$ cat src/verilog/cpu_pkg.sv
// Shared definitions for the instruction core. Holds the two views of an
// instruction word, the opcodes of the kept subset, the R0 flags and the
// records passed between decode, execute and the result queue.
// Compile ahead of every other source.

package cpu_pkg;

	localparam int IN_DEPTH = 2;	// Decode input buffer slots, sender's starting credits

	// Normal-argument two-register group
	localparam logic [5:0] OP_LW  = 6'o20;
	localparam logic [5:0] OP_AW  = 6'o40;
	localparam logic [5:0] OP_AC  = 6'o41;
	localparam logic [5:0] OP_SW  = 6'o42;
	localparam logic [5:0] OP_CW  = 6'o43;
	localparam logic [5:0] OP_OR  = 6'o44;
	localparam logic [5:0] OP_NR  = 6'o46;
	localparam logic [5:0] OP_ER  = 6'o50;
	localparam logic [5:0] OP_XR  = 6'o52;
	// KA1 group, short argument
	localparam logic [5:0] OP_AWT = 6'o60;
	localparam logic [5:0] OP_CWT = 6'o64;
	localparam logic [5:0] OP_LWT = 6'o65;
	localparam logic [5:0] OP_S   = 6'o72;	// S group, HLT when A=0

	typedef struct packed {
		logic [5:0] opcode;
		logic       d;	// D-indirection
		logic [2:0] ra;
		logic [2:0] rb;	// B-modifier
		logic [2:0] rc;	// Argument register, 0 means next word
	} instr_normal_t;

	typedef struct packed {
		logic [5:0] opcode;
		logic       t_sign;	// Sign of T
		logic [2:0] ra;
		logic [5:0] t_mag;	// Magnitude of T
	} instr_short_t;

	// One word, two field layouts picked by opcode group
	typedef union packed {
		instr_normal_t fmt_normal;
		instr_short_t  fmt_short;
	} instr_word_t;

	typedef enum logic [3:0] {
		ALU_LOAD,
		ALU_ADD,
		ALU_ADC,	// Add with carry from R0
		ALU_SUB,
		ALU_CMP,
		ALU_OR,
		ALU_AND,
		ALU_ANDN,	// ER clears bits of A
		ALU_XOR
	} alu_op_t;

	typedef enum logic {
		ARG_REG,	// From register C
		ARG_SHORT	// From field T
	} arg_src_t;

	typedef struct packed {
		logic z;
		logic m;
		logic v;
		logic c;
		logic l;
		logic e;
		logic g;
	} flags_t;

	typedef enum logic [1:0] {
		REC_WRITE,
		REC_FLAGS,	// Compare, flags only
		REC_ILLEGAL,
		REC_HALT
	} rec_kind_t;

	typedef struct packed {
		rec_kind_t   kind;
		alu_op_t     alu_op;
		arg_src_t    arg_src;
		logic [2:0]  ra;
		logic [2:0]  rc;
		logic [15:0] short_arg;	// T already as 16-bit value
		logic        writes_reg;
	} decoded_op_t;

	typedef struct packed {
		rec_kind_t   kind;
		logic [2:0]  ra;
		logic [15:0] value;	// Register A after the instruction
		flags_t      flags;
	} result_rec_t;

endpackage

$ cat src/verilog/alu_execute.sv
// Execute stage. Holds r1-r7 and the R0 flags, runs the ALU on one decoded
// op at a time and emits a result record per op. Sends records only while it
// holds queue credits and returns its single slot credit to decode.

`timescale 1ns/10ps

module alu_execute #(
	parameter int RES_DEPTH = 4
) (
	input  logic                 clk_sys,
	input  logic                 rst_n,
	input  logic                 op_valid,
	input  cpu_pkg::decoded_op_t op,
	output logic                 exe_credit,
	input  logic                 q_credit,
	output logic                 rec_valid,
	output cpu_pkg::result_rec_t rec
);

	import cpu_pkg::*;

	localparam int QCW = $clog2(RES_DEPTH + 1);

	logic [15:0]    regs [1:7];	// General registers
	flags_t         r0;
	decoded_op_t    slot_op;	// Op waiting for a queue credit
	logic           slot_valid;
	decoded_op_t    cur;
	logic           fire;
	logic [QCW-1:0] q_cnt;
	logic [15:0]    a;
	logic [15:0]    b;
	logic [15:0]    res;
	logic [16:0]    wide;	// Sum with carry out
	flags_t         fl;
	flags_t         fl_new;
	logic [15:0]    a_new;

	assign cur  = slot_valid ? slot_op : op;
	assign fire = (slot_valid || op_valid) && (q_cnt != '0);

	// Index 0 reads R0 zero-extended
	assign a = (cur.ra == 3'd0) ? {9'd0, r0} : regs[cur.ra];
	assign b = (cur.arg_src == ARG_SHORT) ? cur.short_arg :
		((cur.rc == 3'd0) ? {9'd0, r0} : regs[cur.rc]);

	always_comb begin
		fl   = r0;
		res  = a;
		wide = '0;
		case (cur.alu_op)
			ALU_LOAD: res = b;
			ALU_ADD:  wide = {1'b0, a} + {1'b0, b};
			ALU_ADC:  wide = {1'b0, a} + {1'b0, b} + {16'd0, r0.c};
			ALU_SUB:  wide = {1'b0, a} - {1'b0, b};	// Bit 16 is the borrow
			ALU_OR:   res = a | b;
			ALU_AND:  res = a & b;
			ALU_ANDN: res = a & ~b;
			ALU_XOR:  res = a ^ b;
			default:  res = a;	// Compare keeps A
		endcase
		if (cur.alu_op inside {ALU_ADD, ALU_ADC, ALU_SUB}) begin
			res  = wide[15:0];
			fl.c = wide[16];
			if (cur.alu_op == ALU_SUB)
				fl.v = (a[15] != b[15]) && (res[15] != a[15]);
			else
				fl.v = (a[15] == b[15]) && (res[15] != a[15]);
		end
		if (cur.alu_op == ALU_CMP) begin	// Exactly one of l, e, g
			fl.l = $signed(a) < $signed(b);
			fl.e = (a == b);
			fl.g = $signed(a) > $signed(b);
		end else begin
			fl.z = (res == 16'd0);
			fl.m = res[15];
		end
		if (!(cur.kind inside {REC_WRITE, REC_FLAGS})) begin
			fl  = r0;	// Illegal and HLT change nothing
			res = a;
		end
		fl_new = fl;
		a_new  = a;
		if (cur.writes_reg) begin
			if (cur.ra == 3'd0) begin
				fl_new = flags_t'(res[6:0]);	// Write to R0 replaces flags
				a_new  = {9'd0, res[6:0]};
			end else begin
				a_new = res;
			end
		end
	end

	always_ff @(posedge clk_sys) begin
		if (!rst_n) begin
			r0         <= '0;
			slot_valid <= 1'b0;
			rec_valid  <= 1'b0;
			exe_credit <= 1'b0;
			q_cnt      <= QCW'(RES_DEPTH);
			for (int i = 1; i <= 7; i++)
				regs[i] <= 16'd0;
		end else begin
			rec_valid  <= fire;
			exe_credit <= fire;	// Slot free again
			q_cnt      <= q_cnt + QCW'(q_credit) - QCW'(fire);
			if (fire) begin
				slot_valid <= 1'b0;
				r0         <= fl_new;
				if (cur.writes_reg && cur.ra != 3'd0)
					regs[cur.ra] <= a_new;
			end else if (op_valid) begin
				slot_valid <= 1'b1;	// No queue credit, park it
			end
		end
	end

	always_ff @(posedge clk_sys) begin
		if (op_valid && !fire)
			slot_op <= op;
		if (fire)
			rec <= '{kind: cur.kind, ra: cur.ra, value: a_new, flags: fl_new};
	end

endmodule

$ cat src/verilog/cpu_core.sv
// Top of the instruction core. Chains decode, execute and the result queue
// with their credit loops. Instructions enter on instr_valid with credits
// returned on instr_credit. Records leave on res_valid against res_credit.

`timescale 1ns/10ps

module cpu_core #(
	parameter int RES_DEPTH = 4	// Result queue slots
) (
	input  logic                 clk_sys,
	input  logic                 rst_n,
	input  logic                 user_mode,
	input  logic                 instr_valid,
	input  cpu_pkg::instr_word_t instr,
	output logic                 instr_credit,
	output logic                 res_valid,
	output cpu_pkg::result_rec_t res,
	input  logic                 res_credit,
	output logic                 halted
);

	import cpu_pkg::*;

	logic        op_valid;
	decoded_op_t op;
	logic        exe_credit;	// Execute slot back to decode
	logic        rec_valid;
	result_rec_t rec;
	logic        q_credit;	// Queue slot back to execute

	instr_decode decode_i (
		.clk_sys      (clk_sys),
		.rst_n        (rst_n),
		.user_mode    (user_mode),
		.instr_valid  (instr_valid),
		.instr        (instr),
		.instr_credit (instr_credit),
		.exe_credit   (exe_credit),
		.op_valid     (op_valid),
		.op           (op),
		.halted       (halted)
	);

	alu_execute #(.RES_DEPTH(RES_DEPTH)) execute_i (
		.clk_sys    (clk_sys),
		.rst_n      (rst_n),
		.op_valid   (op_valid),
		.op         (op),
		.exe_credit (exe_credit),
		.q_credit   (q_credit),
		.rec_valid  (rec_valid),
		.rec        (rec)
	);

	result_queue #(.RES_DEPTH(RES_DEPTH)) queue_i (
		.clk_sys    (clk_sys),
		.rst_n      (rst_n),
		.rec_valid  (rec_valid),
		.rec        (rec),
		.q_credit   (q_credit),
		.res_valid  (res_valid),
		.res        (res),
		.res_credit (res_credit)
	);

endmodule

$ cat src/verilog/instr_decode.sv
// Decode stage. Buffers incoming words under credit control, holds the issued
// word in the instruction register and decodes it for execute. Issues only
// while it holds the single execute credit. Stops for good after HLT.

`timescale 1ns/10ps

module instr_decode (
	input  logic                 clk_sys,
	input  logic                 rst_n,
	input  logic                 user_mode,
	input  logic                 instr_valid,
	input  cpu_pkg::instr_word_t instr,
	output logic                 instr_credit,
	input  logic                 exe_credit,
	output logic                 op_valid,
	output cpu_pkg::decoded_op_t op,
	output logic                 halted
);

	import cpu_pkg::*;

	localparam int IPW = (IN_DEPTH > 1) ? $clog2(IN_DEPTH) : 1;
	localparam int ICW = $clog2(IN_DEPTH + 1);

	typedef struct packed {
		logic        user;	// Mode the word arrived in
		instr_word_t word;
	} in_entry_t;

	in_entry_t      buf_mem [IN_DEPTH];
	logic [IPW-1:0] buf_rd;
	logic [IPW-1:0] buf_wr;
	logic [ICW-1:0] buf_cnt;
	in_entry_t      head;
	in_entry_t      ir;	// Instruction register
	logic           exe_cred;	// At most one op in execute
	logic           have;
	logic           issue;
	logic           bypass;
	logic           push;
	logic           stop;
	logic [5:0]     opc;
	logic           short_fmt;
	logic           norm_bad;
	logic [15:0]    t_val;

	function automatic logic [IPW-1:0] next_ptr(input logic [IPW-1:0] p);
		return (p == IPW'(IN_DEPTH - 1)) ? '0 : p + 1'b1;
	endfunction

	assign head   = (buf_cnt == '0) ? '{user: user_mode, word: instr} : buf_mem[buf_rd];
	assign have   = (buf_cnt != '0) || instr_valid;
	assign stop   = halted || (op_valid && op.kind == REC_HALT);	// HLT in flight blocks too
	assign issue  = have && (exe_cred || exe_credit) && !stop;
	assign bypass = issue && (buf_cnt == '0);	// Word goes straight to IR
	assign push   = instr_valid && !bypass;

	always_ff @(posedge clk_sys) begin
		if (!rst_n) begin
			buf_rd       <= '0;
			buf_wr       <= '0;
			buf_cnt      <= '0;
			exe_cred     <= 1'b1;
			op_valid     <= 1'b0;
			instr_credit <= 1'b0;
			halted       <= 1'b0;
		end else begin
			op_valid     <= issue;
			instr_credit <= issue;	// One pulse per freed slot
			exe_cred     <= (exe_cred | exe_credit) & ~issue;
			buf_cnt      <= buf_cnt + ICW'(push) - ICW'(issue && !bypass);
			if (push)
				buf_wr <= next_ptr(buf_wr);
			if (issue && !bypass)
				buf_rd <= next_ptr(buf_rd);
			if (op_valid && op.kind == REC_HALT)
				halted <= 1'b1;	// Held until reset
		end
	end

	always_ff @(posedge clk_sys) begin
		if (push)
			buf_mem[buf_wr] <= '{user: user_mode, word: instr};
		if (issue)
			ir <= head;
	end

	assign opc       = ir.word.fmt_normal.opcode;
	assign short_fmt = (opc[5:3] == 3'o6);	// KA1 group 060-067
	assign norm_bad  = ir.word.fmt_normal.d || (ir.word.fmt_normal.rb != 3'd0)
		|| (ir.word.fmt_normal.rc == 3'd0);
	assign t_val     = {10'd0, ir.word.fmt_short.t_mag};

	always_comb begin
		op            = '0;
		op.kind       = REC_WRITE;
		op.alu_op     = ALU_LOAD;
		op.arg_src    = short_fmt ? ARG_SHORT : ARG_REG;
		op.ra         = ir.word.fmt_normal.ra;	// Same bits in both formats
		op.rc         = ir.word.fmt_normal.rc;
		op.short_arg  = ir.word.fmt_short.t_sign ? -t_val : t_val;	// T is sign and magnitude
		case (opc)
			OP_LW, OP_LWT: op.alu_op = ALU_LOAD;
			OP_AW, OP_AWT: op.alu_op = ALU_ADD;
			OP_AC:         op.alu_op = ALU_ADC;
			OP_SW:         op.alu_op = ALU_SUB;
			OP_OR:         op.alu_op = ALU_OR;
			OP_NR:         op.alu_op = ALU_AND;
			OP_ER:         op.alu_op = ALU_ANDN;
			OP_XR:         op.alu_op = ALU_XOR;
			OP_CW, OP_CWT: begin
				op.alu_op = ALU_CMP;
				op.kind   = REC_FLAGS;
			end
			OP_S: begin	// Only HLT in system mode is kept
				if (ir.word.fmt_normal.ra == 3'd0 && !ir.user)
					op.kind = REC_HALT;
				else
					op.kind = REC_ILLEGAL;
			end
			default: op.kind = REC_ILLEGAL;
		endcase
		if (!short_fmt && opc != OP_S && norm_bad)
			op.kind = REC_ILLEGAL;	// No next word, indirection or modifier here
		op.writes_reg = (op.kind == REC_WRITE);
	end

endmodule

$ cat src/verilog/result_queue.sv
// Result queue. Circular FIFO of RES_DEPTH records between execute and the
// outside. Sends the head record only while it holds an output credit and
// returns a credit to execute for every record that leaves.

`timescale 1ns/10ps

module result_queue #(
	parameter int RES_DEPTH = 4
) (
	input  logic                 clk_sys,
	input  logic                 rst_n,
	input  logic                 rec_valid,
	input  cpu_pkg::result_rec_t rec,
	output logic                 q_credit,
	output logic                 res_valid,
	output cpu_pkg::result_rec_t res,
	input  logic                 res_credit
);

	import cpu_pkg::*;

	localparam int PW = (RES_DEPTH > 1) ? $clog2(RES_DEPTH) : 1;
	localparam int CW = $clog2(RES_DEPTH + 1);

	result_rec_t   mem [RES_DEPTH];
	logic [PW-1:0] rd_ptr;
	logic [PW-1:0] wr_ptr;
	logic [CW-1:0] count;	// Records held
	logic [CW-1:0] out_cnt;	// Receiver credits
	result_rec_t   head;
	logic          pop;
	logic          bypass;
	logic          push;

	function automatic logic [PW-1:0] next_ptr(input logic [PW-1:0] p);
		return (p == PW'(RES_DEPTH - 1)) ? '0 : p + 1'b1;
	endfunction

	assign head   = (count == '0) ? rec : mem[rd_ptr];
	assign pop    = ((count != '0) || rec_valid) && (out_cnt != '0);
	assign bypass = pop && (count == '0);	// Empty queue, record passes through
	assign push   = rec_valid && !bypass;

	always_ff @(posedge clk_sys) begin
		if (!rst_n) begin
			rd_ptr    <= '0;
			wr_ptr    <= '0;
			count     <= '0;
			out_cnt   <= CW'(RES_DEPTH);
			res_valid <= 1'b0;
			q_credit  <= 1'b0;
		end else begin
			res_valid <= pop;
			q_credit  <= pop;	// Slot back to execute
			out_cnt   <= out_cnt + CW'(res_credit) - CW'(pop);
			count     <= count + CW'(push) - CW'(pop && !bypass);
			if (push)
				wr_ptr <= next_ptr(wr_ptr);
			if (pop && !bypass)
				rd_ptr <= next_ptr(rd_ptr);
		end
	end

	always_ff @(posedge clk_sys) begin
		if (push)
			mem[wr_ptr] <= rec;
		if (pop)
			res <= head;
	end

endmodule
$ cat config.mk
export PLATFORM = sky130hd
export DESIGN_NAME = cpu_core
export DESIGN_NICKNAME = d
export VERILOG_FILES = /design/src/verilog/cpu_pkg.sv /design/src/verilog/alu_execute.sv /design/src/verilog/cpu_core.sv /design/src/verilog/instr_decode.sv /design/src/verilog/result_queue.sv
export SDC_FILE = /design/constraint.sdc
export NUM_CORES = 1
export LEC_CHECK = 0
export ABC_AREA = 1
export BUFFER_PORTS_ARGS = -buffer_cell sky130_fd_sc_hd__buf_2
export CAP_MARGIN = 20
export CORE_MARGIN = 4
export CORE_UTILIZATION = 65
export CTS_BUF_LIST = sky130_fd_sc_hd__clkbuf_2
export DETAILED_ROUTE_END_ITERATION = 10
export PLACE_DENSITY = 0.92
export SLEW_MARGIN = 20
export SYNTH_ARGS = -nofsm -noshare
export SYNTH_HDL_FRONTEND = slang
export SYNTH_SLANG_ARGS = --single-unit
$ cat constraint.sdc
create_clock -name clk_sys -period 11.6 [get_ports clk_sys]
set_input_delay 1.74 -clock clk_sys [delete_from_list [all_inputs] [get_ports clk_sys]]
set_output_delay 1.74 -clock clk_sys [all_outputs]
set_load 0.01 [all_outputs]
; Word level (Yosys, flattened, before mapping)
; Memory sizes are Yosys's and may differ from the RTL's. A register that Yosys moved wholly into a read port is not among the register bits.
; Index checks and enable logic that the tools add are counted.
; W data, S select, Z words.
[totals]
ff_bits = 133
ramBits = 258
inputBits = 21
out_inout_bits = 31
wordCells = 210
n_memories = 3
[classes]
addsub = 16
order_cmp = 2
n_eq_ne = 31
n_mux = 45
bitwise = 9
reduce_logical = 54
[memory_table]
columns = name, words, width, read_ports, rd_ports_with_merged_regs, wr, line
row1 = execute_i.regs, 7, 16, 2, 0, 7, alu_execute.sv:24  ; logic [15:0] regs [1:7];
row2 = queue_i.mem, 4, 28, 1, 1, 1, result_queue.sv:25  ; result_rec_t mem [RES_DEPTH];
row3 = decode_i.buf_mem, 2, 17, 1, 1, 1, instr_decode.sv:30  ; in_entry_t buf_mem [IN_DEPTH];
[ops]
columns = cell, count
row1 = $mux W16, 9
row2 = $pmux W16 S5, 1
row3 = $eq A6 B6 Y1 const B, 12
row4 = $pmux W17 S3, 1
row5 = $and A16 B16 Y16, 2
row6 = $pmux W4 S8, 1
row7 = $mux W30, 1
row8 = $mux W28, 1
row9 = $mux W7, 3
row10 = $logic_and A1 B1 Y1, 18
row11 = $reduce_bool A3 Y1, 6
row12 = $add A16 B16 Y17, 1
row13 = $add A17 B1 Y17, 1
row14 = $mux W1, 17
row15 = $mux W17, 1
row16 = $sub A16 B16 Y17, 1
row17 = $eq A16 B16 Y1, 1
row18 = $eq A4 B3 Y1 const B, 4
row19 = $gt A16 B16 Y1, 1
row20 = $logic_not A16 Y1, 1
row21 = $lt A16 B16 Y1, 1
row22 = $neg A6 Y16, 1
row23 = $not A16 Y16, 1
row24 = $or A16 B16 Y16, 1
row25 = other kinds (32), 70

; Depth between registers and ports, before layout
; Gate-level depths: netlist of run 1.
[depth]
depth_word = 20
mapped_depth = 37
ltp_nobuf = 35

; Modules after synthesis
; A second synthesis of run 1 with hierarchy kept.
[unflattened]
cells_unflattened = 2529
area_unflattened_um2 = 22350.2
[by_module_without_submodules]
columns = mod, instances, cells_each, area_each_um2, seq_area_each_um2
row1 = alu_execute, 1, 1735, 13349.1, 5405.2
row2 = result_queue, 1, 507, 6138.4, 4464.3
row3 = instr_decode, 1, 287, 2862.7, 1691.6

; Least setup slack after synthesis of run 1
; No wires, ideal clock.
[synth_timing]
kind = register to register
from = register execute_i.slot_valid
to = register, netlist name execute_i.rec[21]
setup_time_ps = 270
arrival_ps = 4025
required_time_ps = 11330
path_slack_ps = 7305
stages_incl_launch_ff = 26
n_path_buf = 2
period_less_slack_ps = 4295
cell_sequence = dfxtp_1 -> buf_4 -> nand2_1 -> o21ai_2 -> nor2_1 -> nand2_2 -> buf_4 -> nand2_1 -> nand2_1 -> ha_1 -> fa_1 -> ha_1 -> inv_1 -> or2_2 -> nor2_1 -> nand2_1 -> nor2_1 -> nand3_1 -> nor2_1 -> nand3_1 -> nand3_1 -> nand2_1 -> nand2_1 -> a21oi_1 -> a21oi_1 -> inv_1
[synth_lines]
columns = item, line
row1 = "start, declared", alu_execute.sv:27  ; logic slot_valid;
row2 = "start signal, assigned", alu_execute.sv:97  ; slot_valid <= 1'b0;
row3 = "start signal, assigned", alu_execute.sv:108  ; slot_valid <= 1'b0;
row4 = "start signal, assigned", alu_execute.sv:113  ; slot_valid <= 1'b1;

; Worst setup path in the final report of run 1
[layout_timing]
from = register execute_i.slot_valid
to = register, netlist name execute_i.rec[21]
[layout_between]
elab_chain_len = 11
elab_cells_between_ends = 33
cone_classes = add/sub: 3 / eq/ne: 8 / mux: 10 / bitwise: 5 / reduce/logical: 6 / memory: 1
[layout_lines]
columns = item, line
row1 = $mux W30 (*), alu_execute.sv:39  ; assign cur = slot_valid ? slot_op : op;
row2 = $mem_v2 Z7 W16 or $logic_not A3 Y1 (tied branches), n/a
row3 = $mux W16, alu_execute.sv:45  ; ((cur.rc == 3'd0) ? {9'd0, r0} : regs[cur.rc]);
row4 = $mux W16, alu_execute.sv:44  ; assign b = (cur.arg_src == ARG_SHORT) ? cur.short_arg :
row5 = $add A16 B16 Y17 or $not A16 Y16 (tied branches), "alu_execute.sv:53, alu_execute.sv:54, alu_execute.sv:58"
row6 = $add A17 B1 Y17 or $and A16 B16 Y16 (tied branches), "alu_execute.sv:54, alu_execute.sv:58"
row7 = $pmux W17 S3 or $pmux W16 S5 (tied branches), alu_execute.sv:51  ; case (cur.alu_op)
row8 = $mux W16, alu_execute.sv:62  ; if (cur.alu_op inside {ALU_ADD, ALU_ADC, ALU_SUB}) begin
row9 = $mux W16, alu_execute.sv:78  ; if (!(cur.kind inside {REC_WRITE, REC_FLAGS})) begin
row10 = $mux W16, alu_execute.sv:85  ; if (cur.ra == 3'd0) begin
row11 = $mux W16 (*), alu_execute.sv:84  ; if (cur.writes_reg) begin
row12 = via execute_i.a_new[14], alu_execute.sv:37  ; logic [15:0] a_new;
; The timed path passes the listed nets; every way through them passes the cells marked *.
; A chain may end at the register's enable or synchronous reset.

==> impl_metrics.toml, run 1 <==
[logic_synthesis]
synthDistinctLibCells = 56
synth_area_sq_mm = 0.0221
synth-seq-area-share_pct = 52.1
synth_edf_count = 361
synth_warnings = 0
ys_ff_latch = 394
netlist_instances = 2604
avgSynthCellArea_sq_um = 8.47
synth_flop_cell = "edfxtp_1"
synthArstFlopShare_pct = 0

[global_route]
grt_pass1_wl_microns = 104000
antenna_found_initial = 3
grt_usage_pct = 36.9
grt_pass1_vias = 18700
grt-ovfl-total = 0
grt_max_degree = 69

[timing]
fin_tns_setup_ns = 0
finalClockSkew_ns = 0.100
finalCritPeriodShare_pct = 60.0
finalMaxSlewViolations = 0
finalWorstSetupSlack_ns = 4.64
hold_viol_final = 0
min_period_ns = 6.96
slew-limit-headroom_pct = 22.0
max_slew.worst_pin.slew_ns = 1.16
max_freq_mhz = 144
setup_viol = 0
rsz0062_at_grt = "false"

[routing]
wl_per_cell_microns = 21.5
wirelength_microns = 68900
firstDrtPassIters = 8
wl_met2_microns = 31300
drt_iter0_drc = 2742
drc = 0
ant_nets = 0
wl_met3_microns = 8410
vias_per_cell = 6.16
vias = 19800
route.layer.met1.wl_microns = 25300
top_layer = "met5"

[job]
drv_cap = 0

[setup_path]
r2r_slack_ns = 4.64
cp-end-kind = "register"
critPathLaunchType = "register"
crit_required_ns = 12.36
worst_r2r_endpoint = "execute_i.rec[21]"
crit_fanout = 40
path_class = "register to register"
arrival_ns = 7.72
ff2ff_path_depth = 26
worstReg2RegStart = "execute_i.slot_valid"

[placed_design]
placed_cells = 3042
dpl.hpwl_microns = 47600
dp_slack_ns = 4.86
numPortBuffers = 51
gp_congestion = 1.01

[clocking]
h-tree-depth = 3
cts_setup_buffers = 0
clk_path_buf_depth = 3
cts.sinks = 394
cts_tree = "yes"
clock_latency_ns = 1.07
numCtsBuffers = 92
cts-root-buf = "clkbuf_2"
hold_buffers = 0
path_clk_slew_ns = 0.12
cts_resized = 0

[floorplan]
core_sq_mm = 0.0335
die_h_microns = 192
io_pins = 52
start_util_pct = 65.8
row_count = 67
die_w_microns = 192
fp.dieArea_sq_mm = 0.0370

[hold_path]
min_from = "decode_i.op[21]"
whs_endpoint = "execute_i.slot_op[21]"
hold_depth = 0
hold_class = "register to register"

[cells_and_area]
syn2layout_area_growth_pct = 6.72
utilization_pct = 70.2
final-instance-count-excl-fill = 3210
nNetsFinal = 2780
drive_above_1_share_pct = 11.5

[status]
status = "completed"
## critical path, cell delays in order, from the launching register on
cell	delay, ns
dfxtp_1	0.88
inv_2	0.50
o21ai_1	0.52
nand3_1	0.64
inv_1	0.40
a22oi_1	0.14
nand4_1	0.09
o21ai_0	0.08
buf_4	0.18
ha_1	0.46
nand2_1	0.14
nor2_1	0.22
nand2_1	0.10
nand3_1	0.20
nand2_1	0.07
nand2_1	0.25
nand2_1	0.12
nor2_1	0.17
nand3_1	0.15
nor2_1	0.19
nand3_1	0.13
nand3_1	0.12
nand2_1	0.06
nand2_1	0.08
a21oi_1	0.08
a21oi_1	0.60
inv_1	0.10
## registers in the layout, indices dropped and copies added, names as in the netlist, 2 cells and up, named ones only
name               count
decode_i.buf_mem      34
execute_i.rec         28
decode_i.ir           11
decode_i.buf_cnt       2
decode_i.op            6
execute_i.slot_op     24
execute_i.q_cnt        3
queue_i.mem          112
queue_i.res           28
execute_i.r0           7
queue_i.rd_ptr         2
execute_i.regs       118
queue_i.count          3
queue_i.wr_ptr         2
queue_i.out_cnt        3
## layout by cell type, fill, tap and decap left out, types with 18 or more instances in the layout
cell      synthesis  layout
a21oi_1          59      59
a31oi_1          31      31
buf_2            32      51
buf_4             3      35
clkbuf_2          0     134
clkinv_1          1      22
dfxtp_1          33      32
edfxtp_1        361     361
ha_1             66      66
inv_1           288     287
inv_2            17      19
nand2_1         596     595
nand3_1         213     213
nand4_1          27      27
nor2_1          428     421
o211ai_1         22      22
o21ai_0         172     171
o21ai_1          17      18
## per-layer routing
metal	vias to the layer above	GRT usage [%]
met1	9155	48.1
li1	8897	-
met3	298	7.98
met4	2	17.1
met2	1413	59.5
met5	-	0
## through the flow
step                      area (sq um)  hold WS, ns
final                            23600        0.443
after detailed placement         22700        0.442
after floorplan                  22100        0.423
after global placement           22700        0.435
after global routing             23600        0.463
after CTS                        23500        0.444
## area by class of cell
class                           count  area [sq um]
Antenna cell                        3          7.51
Clock buffer                      134           671
Clock inverter                     31           156
Fill cell                        2548          9980
Inverter                          307          1150
Multi-Input combinational cell   1807          8980
Sequential cell                   394         11500
Tap cell                          448           561
Timing Repair Buffer               86           518
## cell families (layout without fill, tap and decap cells)
logic type	after synthesis	count (layout)	share of synthesized area, %
buf+inv	408	558	7.49
compound gates	365	365	9.59
xor+xnor	19	19	0.754
simple gates	1346	1346	25.8
fa+ha+maj	71	71	4.20
flops	394	394	52.1
other cells	1	9	0.0170
## worst max-delay path by stage
| stage | from | to | slack [ns] | cells past startpoint |
|---|---|---|---|---|
| 5_1_grt | execute_i.slot_valid | execute_i.regs[3][14] | 4.07 | 26 |
| 6_report | execute_i.slot_valid | execute_i.rec[21] | 4.64 | 26 |
| 3_3_place_gp | execute_i.slot_valid | execute_i.regs[4][15] | 5.04 | 29 |
| 4_1_cts | execute_i.slot_valid | execute_i.regs[2][15] | 4.82 | 29 |
| 3_5_place_dp | execute_i.slot_valid | execute_i.regs[2][15] | 4.86 | 29 |
| 2_1_floorplan | execute_i.slot_valid | execute_i.rec[21] | 7.30 | 25 |
## cells in the mapped netlist, types with 22 or more instances
library cell,count,share of area [%]
nand2_1,596,10
a31oi_1,31,0.88
buf_2,32,0.73
o211ai_1,22,0.75
ha_1,66,3.7
edfxtp_1,361,49
clkbuf_1,52,0.88
nand4_1,27,0.77
nor2_1,428,7.3
o21ai_0,172,3.9
inv_1,288,4.9
dfxtp_1,33,3.0
nand3_1,213,4.8
a21oi_1,59,1.3
Power of run 1 is left out: the tool's default activity adds up to more than one toggle a clock period on the data nets, which glitch-free logic cannot reach.
==> run 2, diff against run 1 <==
--- a/config.mk
+++ b/config.mk
@@ -5,7 +5,7 @@
 export SDC_FILE = /design/constraint.sdc
 export NUM_CORES = 1
 export LEC_CHECK = 0
-export ABC_AREA = 1
+export ABC_AREA = 0
 export BUFFER_PORTS_ARGS = -buffer_cell sky130_fd_sc_hd__buf_2
 export CAP_MARGIN = 20
 export CORE_MARGIN = 4
==> constraint.sdc (replaced) <==
create_clock -name clk_sys -period 7.1 [get_ports clk_sys]
set_input_delay 1.065 -clock clk_sys [delete_from_list [all_inputs] [get_ports clk_sys]]
set_output_delay 1.065 -clock clk_sys [all_outputs]
set_load 0.01 [all_outputs]
==> run 2 against run 1 <==
Synthesized cell count down 24%. Via count down 11%. Core utilization up 1.7 points. Largest cell class unchanged. Clock skew up 0.021 ns. Sequential cell count down 5. Clock-buffer cell count up 12. Non-clock buffer count up 42. Synthesized area down 1.8%. Sequential share of layout area down 0.59 points. Critical path type unchanged. Critical path depth down 9.
==> impl_metrics.toml, run 2 <==
[cells_and_area]
final_cell_mix = "356 x edfxtp_1, 245 x nand2_1, 232 x nor2_1, 146 x clkbuf_2, 121 x a21oi_1"
syn2layout_area_growth_pct = 8.62
top_register = "execute_i.regs"
seq_area_sq_mm = 0.0114
n_fill_cell = 2340
drive_above_1_share_pct = 18.3
multi_input_comb_area_sq_mm = 0.00945
largest_register_ffs = 113
final_cell_area_sq_mm = 0.0235
nNetsFinal = 2193
top_regs = "execute_i.regs x113, queue_i.mem x112, decode_i.buf_mem x34"
utilization_pct = 72.0
final_common_cell = "edfxtp_1"

[logic_synthesis]
avgSynthCellArea_sq_um = 10.9
synthArstFlopShare_pct = 0
synth_commonest_cells = "356 x edfxtp_1, 245 x nand2_1, 233 x nor2_1, 122 x a21oi_1, 98 x inv_1"
netlist_instances = 1985
ys_top_cells_by_area = "edfxtp_1 49%, mux4_2 4.5%, nand2_1 4.2%"
ys_ff_latch = 389
synth_warnings = 0
synth_top_area_share_pct = 49.4
synth_edf_count = 356
synth.most_common_cell = "edfxtp_1"
synth_flop_cell = "edfxtp_1"
synth_fp_nets = 2077
synth_largest_area_cell = "edfxtp_1"
synth_area_sq_mm = 0.0217
synth-seq-area-share_pct = 52.4
synthDistinctLibCells = 99

[setup_path]
crit_fanout = 31
crit_slowest_cell = "dfxtp_2"
arrival_ns = 7.35
max_stage_delay_ns = 0.81
critPathLaunchType = "register"
worstReg2RegStart = "execute_i.slot_valid"
r2r_slack_ns = 0.47
cp-end-kind = "register"
crit_chain = "mux2_2 > mux4_2 > mux2i_1 > o21ai_1 > inv_1 > ha_1 > a21oi_1 > nor2_1 > o21ai_0 > o21ai_1 > a2111oi_0 > nor3_1 > a311o_1 > o211a_1 > xnor2_1 > a311oi_1 > nor2_1"
worst_r2r_endpoint = "execute_i.rec[4]"
path_class = "register to register"
crit_required_ns = 7.81
ff2ff_path_depth = 17

[status]
status = "completed"

[timing]
max_freq_mhz = 151
fin_tns_setup_ns = 0
min_period_ns = 6.63
hold_viol_final = 0
finalWorstSetupSlack_ns = 0.466
finalCritPeriodShare_pct = 93.4
slew-limit-headroom_pct = 24.4
max_slew.worst_pin.slew_ns = 1.13
finalClockSkew_ns = 0.122
finalMaxSlewViolations = 0
setup_viol = 0
rsz0062_at_grt = "false"

[routing]
firstDrtPassIters = 7
drt_iter0_drc = 2426
wl_per_cell_microns = 25.6
route.layer.met1.wl_microns = 24500
wl_met2_microns = 30700
top_layer = "met4"
wirelength_microns = 67300
vias_per_cell = 6.73
wl_met3_microns = 8340
ant_nets = 0
vias = 17700
drc = 0

[hold_path]
whs_endpoint = "decode_i.buf_mem[0][10]"
hold_class = "primary input to register"
hold_depth = 1
min_from = "instr[10]"

[global_route]
grt-ovfl-total = 0
grt_usage_pct = 36.8
grt_max_degree = 38
antenna_found_initial = 3
grt_pass1_vias = 17300
grt_pass1_wl_microns = 102000

[clocking]
path_clk_slew_ns = 0.11
hold_buffers = 0
cts-root-buf = "clkbuf_2"
cts.sinks = 389
h-tree-depth = 3
clk_path_buf_depth = 3
numCtsBuffers = 93
cts_resized = 0
clock_latency_ns = 1.06
cts_tree = "yes"
cts_setup_buffers = 0

[floorplan]
core_sq_mm = 0.0327
start_util_pct = 66.2
fp.dieArea_sq_mm = 0.0363
row_count = 66
io_pins = 52
die_h_microns = 191
die_w_microns = 191

[job]
drv_cap = 0

[placed_design]
numPortBuffers = 51
dpl.hpwl_microns = 47900
dpl-instance-area_sq_mm = 0.0226
gp_congestion = 1.03
dp_slack_ns = 0.700
[run 2: changes by cell type after synthesis, sizes merged, moves of 41 or more]
| cell | delta |
|---|---|
| nand3 | -177 |
| nor2 | -203 |
| inv | -205 |
| xnor2 | +41 |
| mux2i | +71 |
| o21ai | -131 |
| a21oi | +64 |
| nand2 | -363 |
| mux4 | +43 |
[run 2: layout make-up]
cell class	instances	area share [%]
multi-input combinational	1385	40.2
tap	442	2.35
timing repair buffer	128	3.59
antenna	4	0.0425
sequential	389	48.3
inverter	104	1.66
clock inverter	26	0.819
clock buffer	146	3.11
[run 2: layer usage]
metal,vias up,GRT usage (%)
met2,1316,57.6
li1,7668,-
met1,8373,47.9
met5,-,0
met4,0,17.8
met3,297,10.2
[run 2: through the flow]
step	hold slack, ns	instances
floorplan	0.424	1985
global placement	0.463	2448
detailed placement	0.485	2448
CTS	0.219	2620
global route	0.196	2623
finish	0.283	2624
[run 2: critical path: cells and delay by family, from the launching register on]
kind,cells,cell delay [ns]
adders and majority gates,1,0.36
DFF,1,0.81
and+or+nand+nor,3,0.42
buffers and inverters,1,0.15
xor gates and xnor gates,1,0.16
AOI/OAI and AO/OA,8,3.17
muxes,3,1.20
[run 2: cell families (layout without fill, tap and decap cells)]
logic type | Yosys count | after routing | share of synthesized area [%]
muxes | 127 | 127 | 8.55
adders and majority gates | 71 | 71 | 4.27
AOI/OAI and AO/OA | 442 | 442 | 14.2
DFF | 389 | 389 | 52.4
buffers and inverters | 211 | 404 | 4.07
xor gates and xnor gates | 52 | 52 | 2.10
and+or+nand+nor | 692 | 692 | 14.4
other | 1 | 5 | 0.0173
[run 2: worst max path at each step]
| stage | start | to | depth (start not counted) | slack (ns) |
|---|---|---|---|---|
| floorplan | decode_i.op[18] | execute_i.rec[4] | 22 | 1.79 |
| global placement | execute_i.slot_valid | execute_i.regs[6][15] | 16 | 0.86 |
| detailed placement | execute_i.slot_valid | execute_i.regs[2][15] | 16 | 0.70 |
| CTS | execute_i.slot_valid | execute_i.regs[2][15] | 16 | 0.68 |
| global route | execute_i.slot_valid | execute_i.regs[3][15] | 17 | 0.15 |
| finish | execute_i.slot_valid | execute_i.rec[4] | 17 | 0.47 |
Power of run 2 is left out for the same reason.
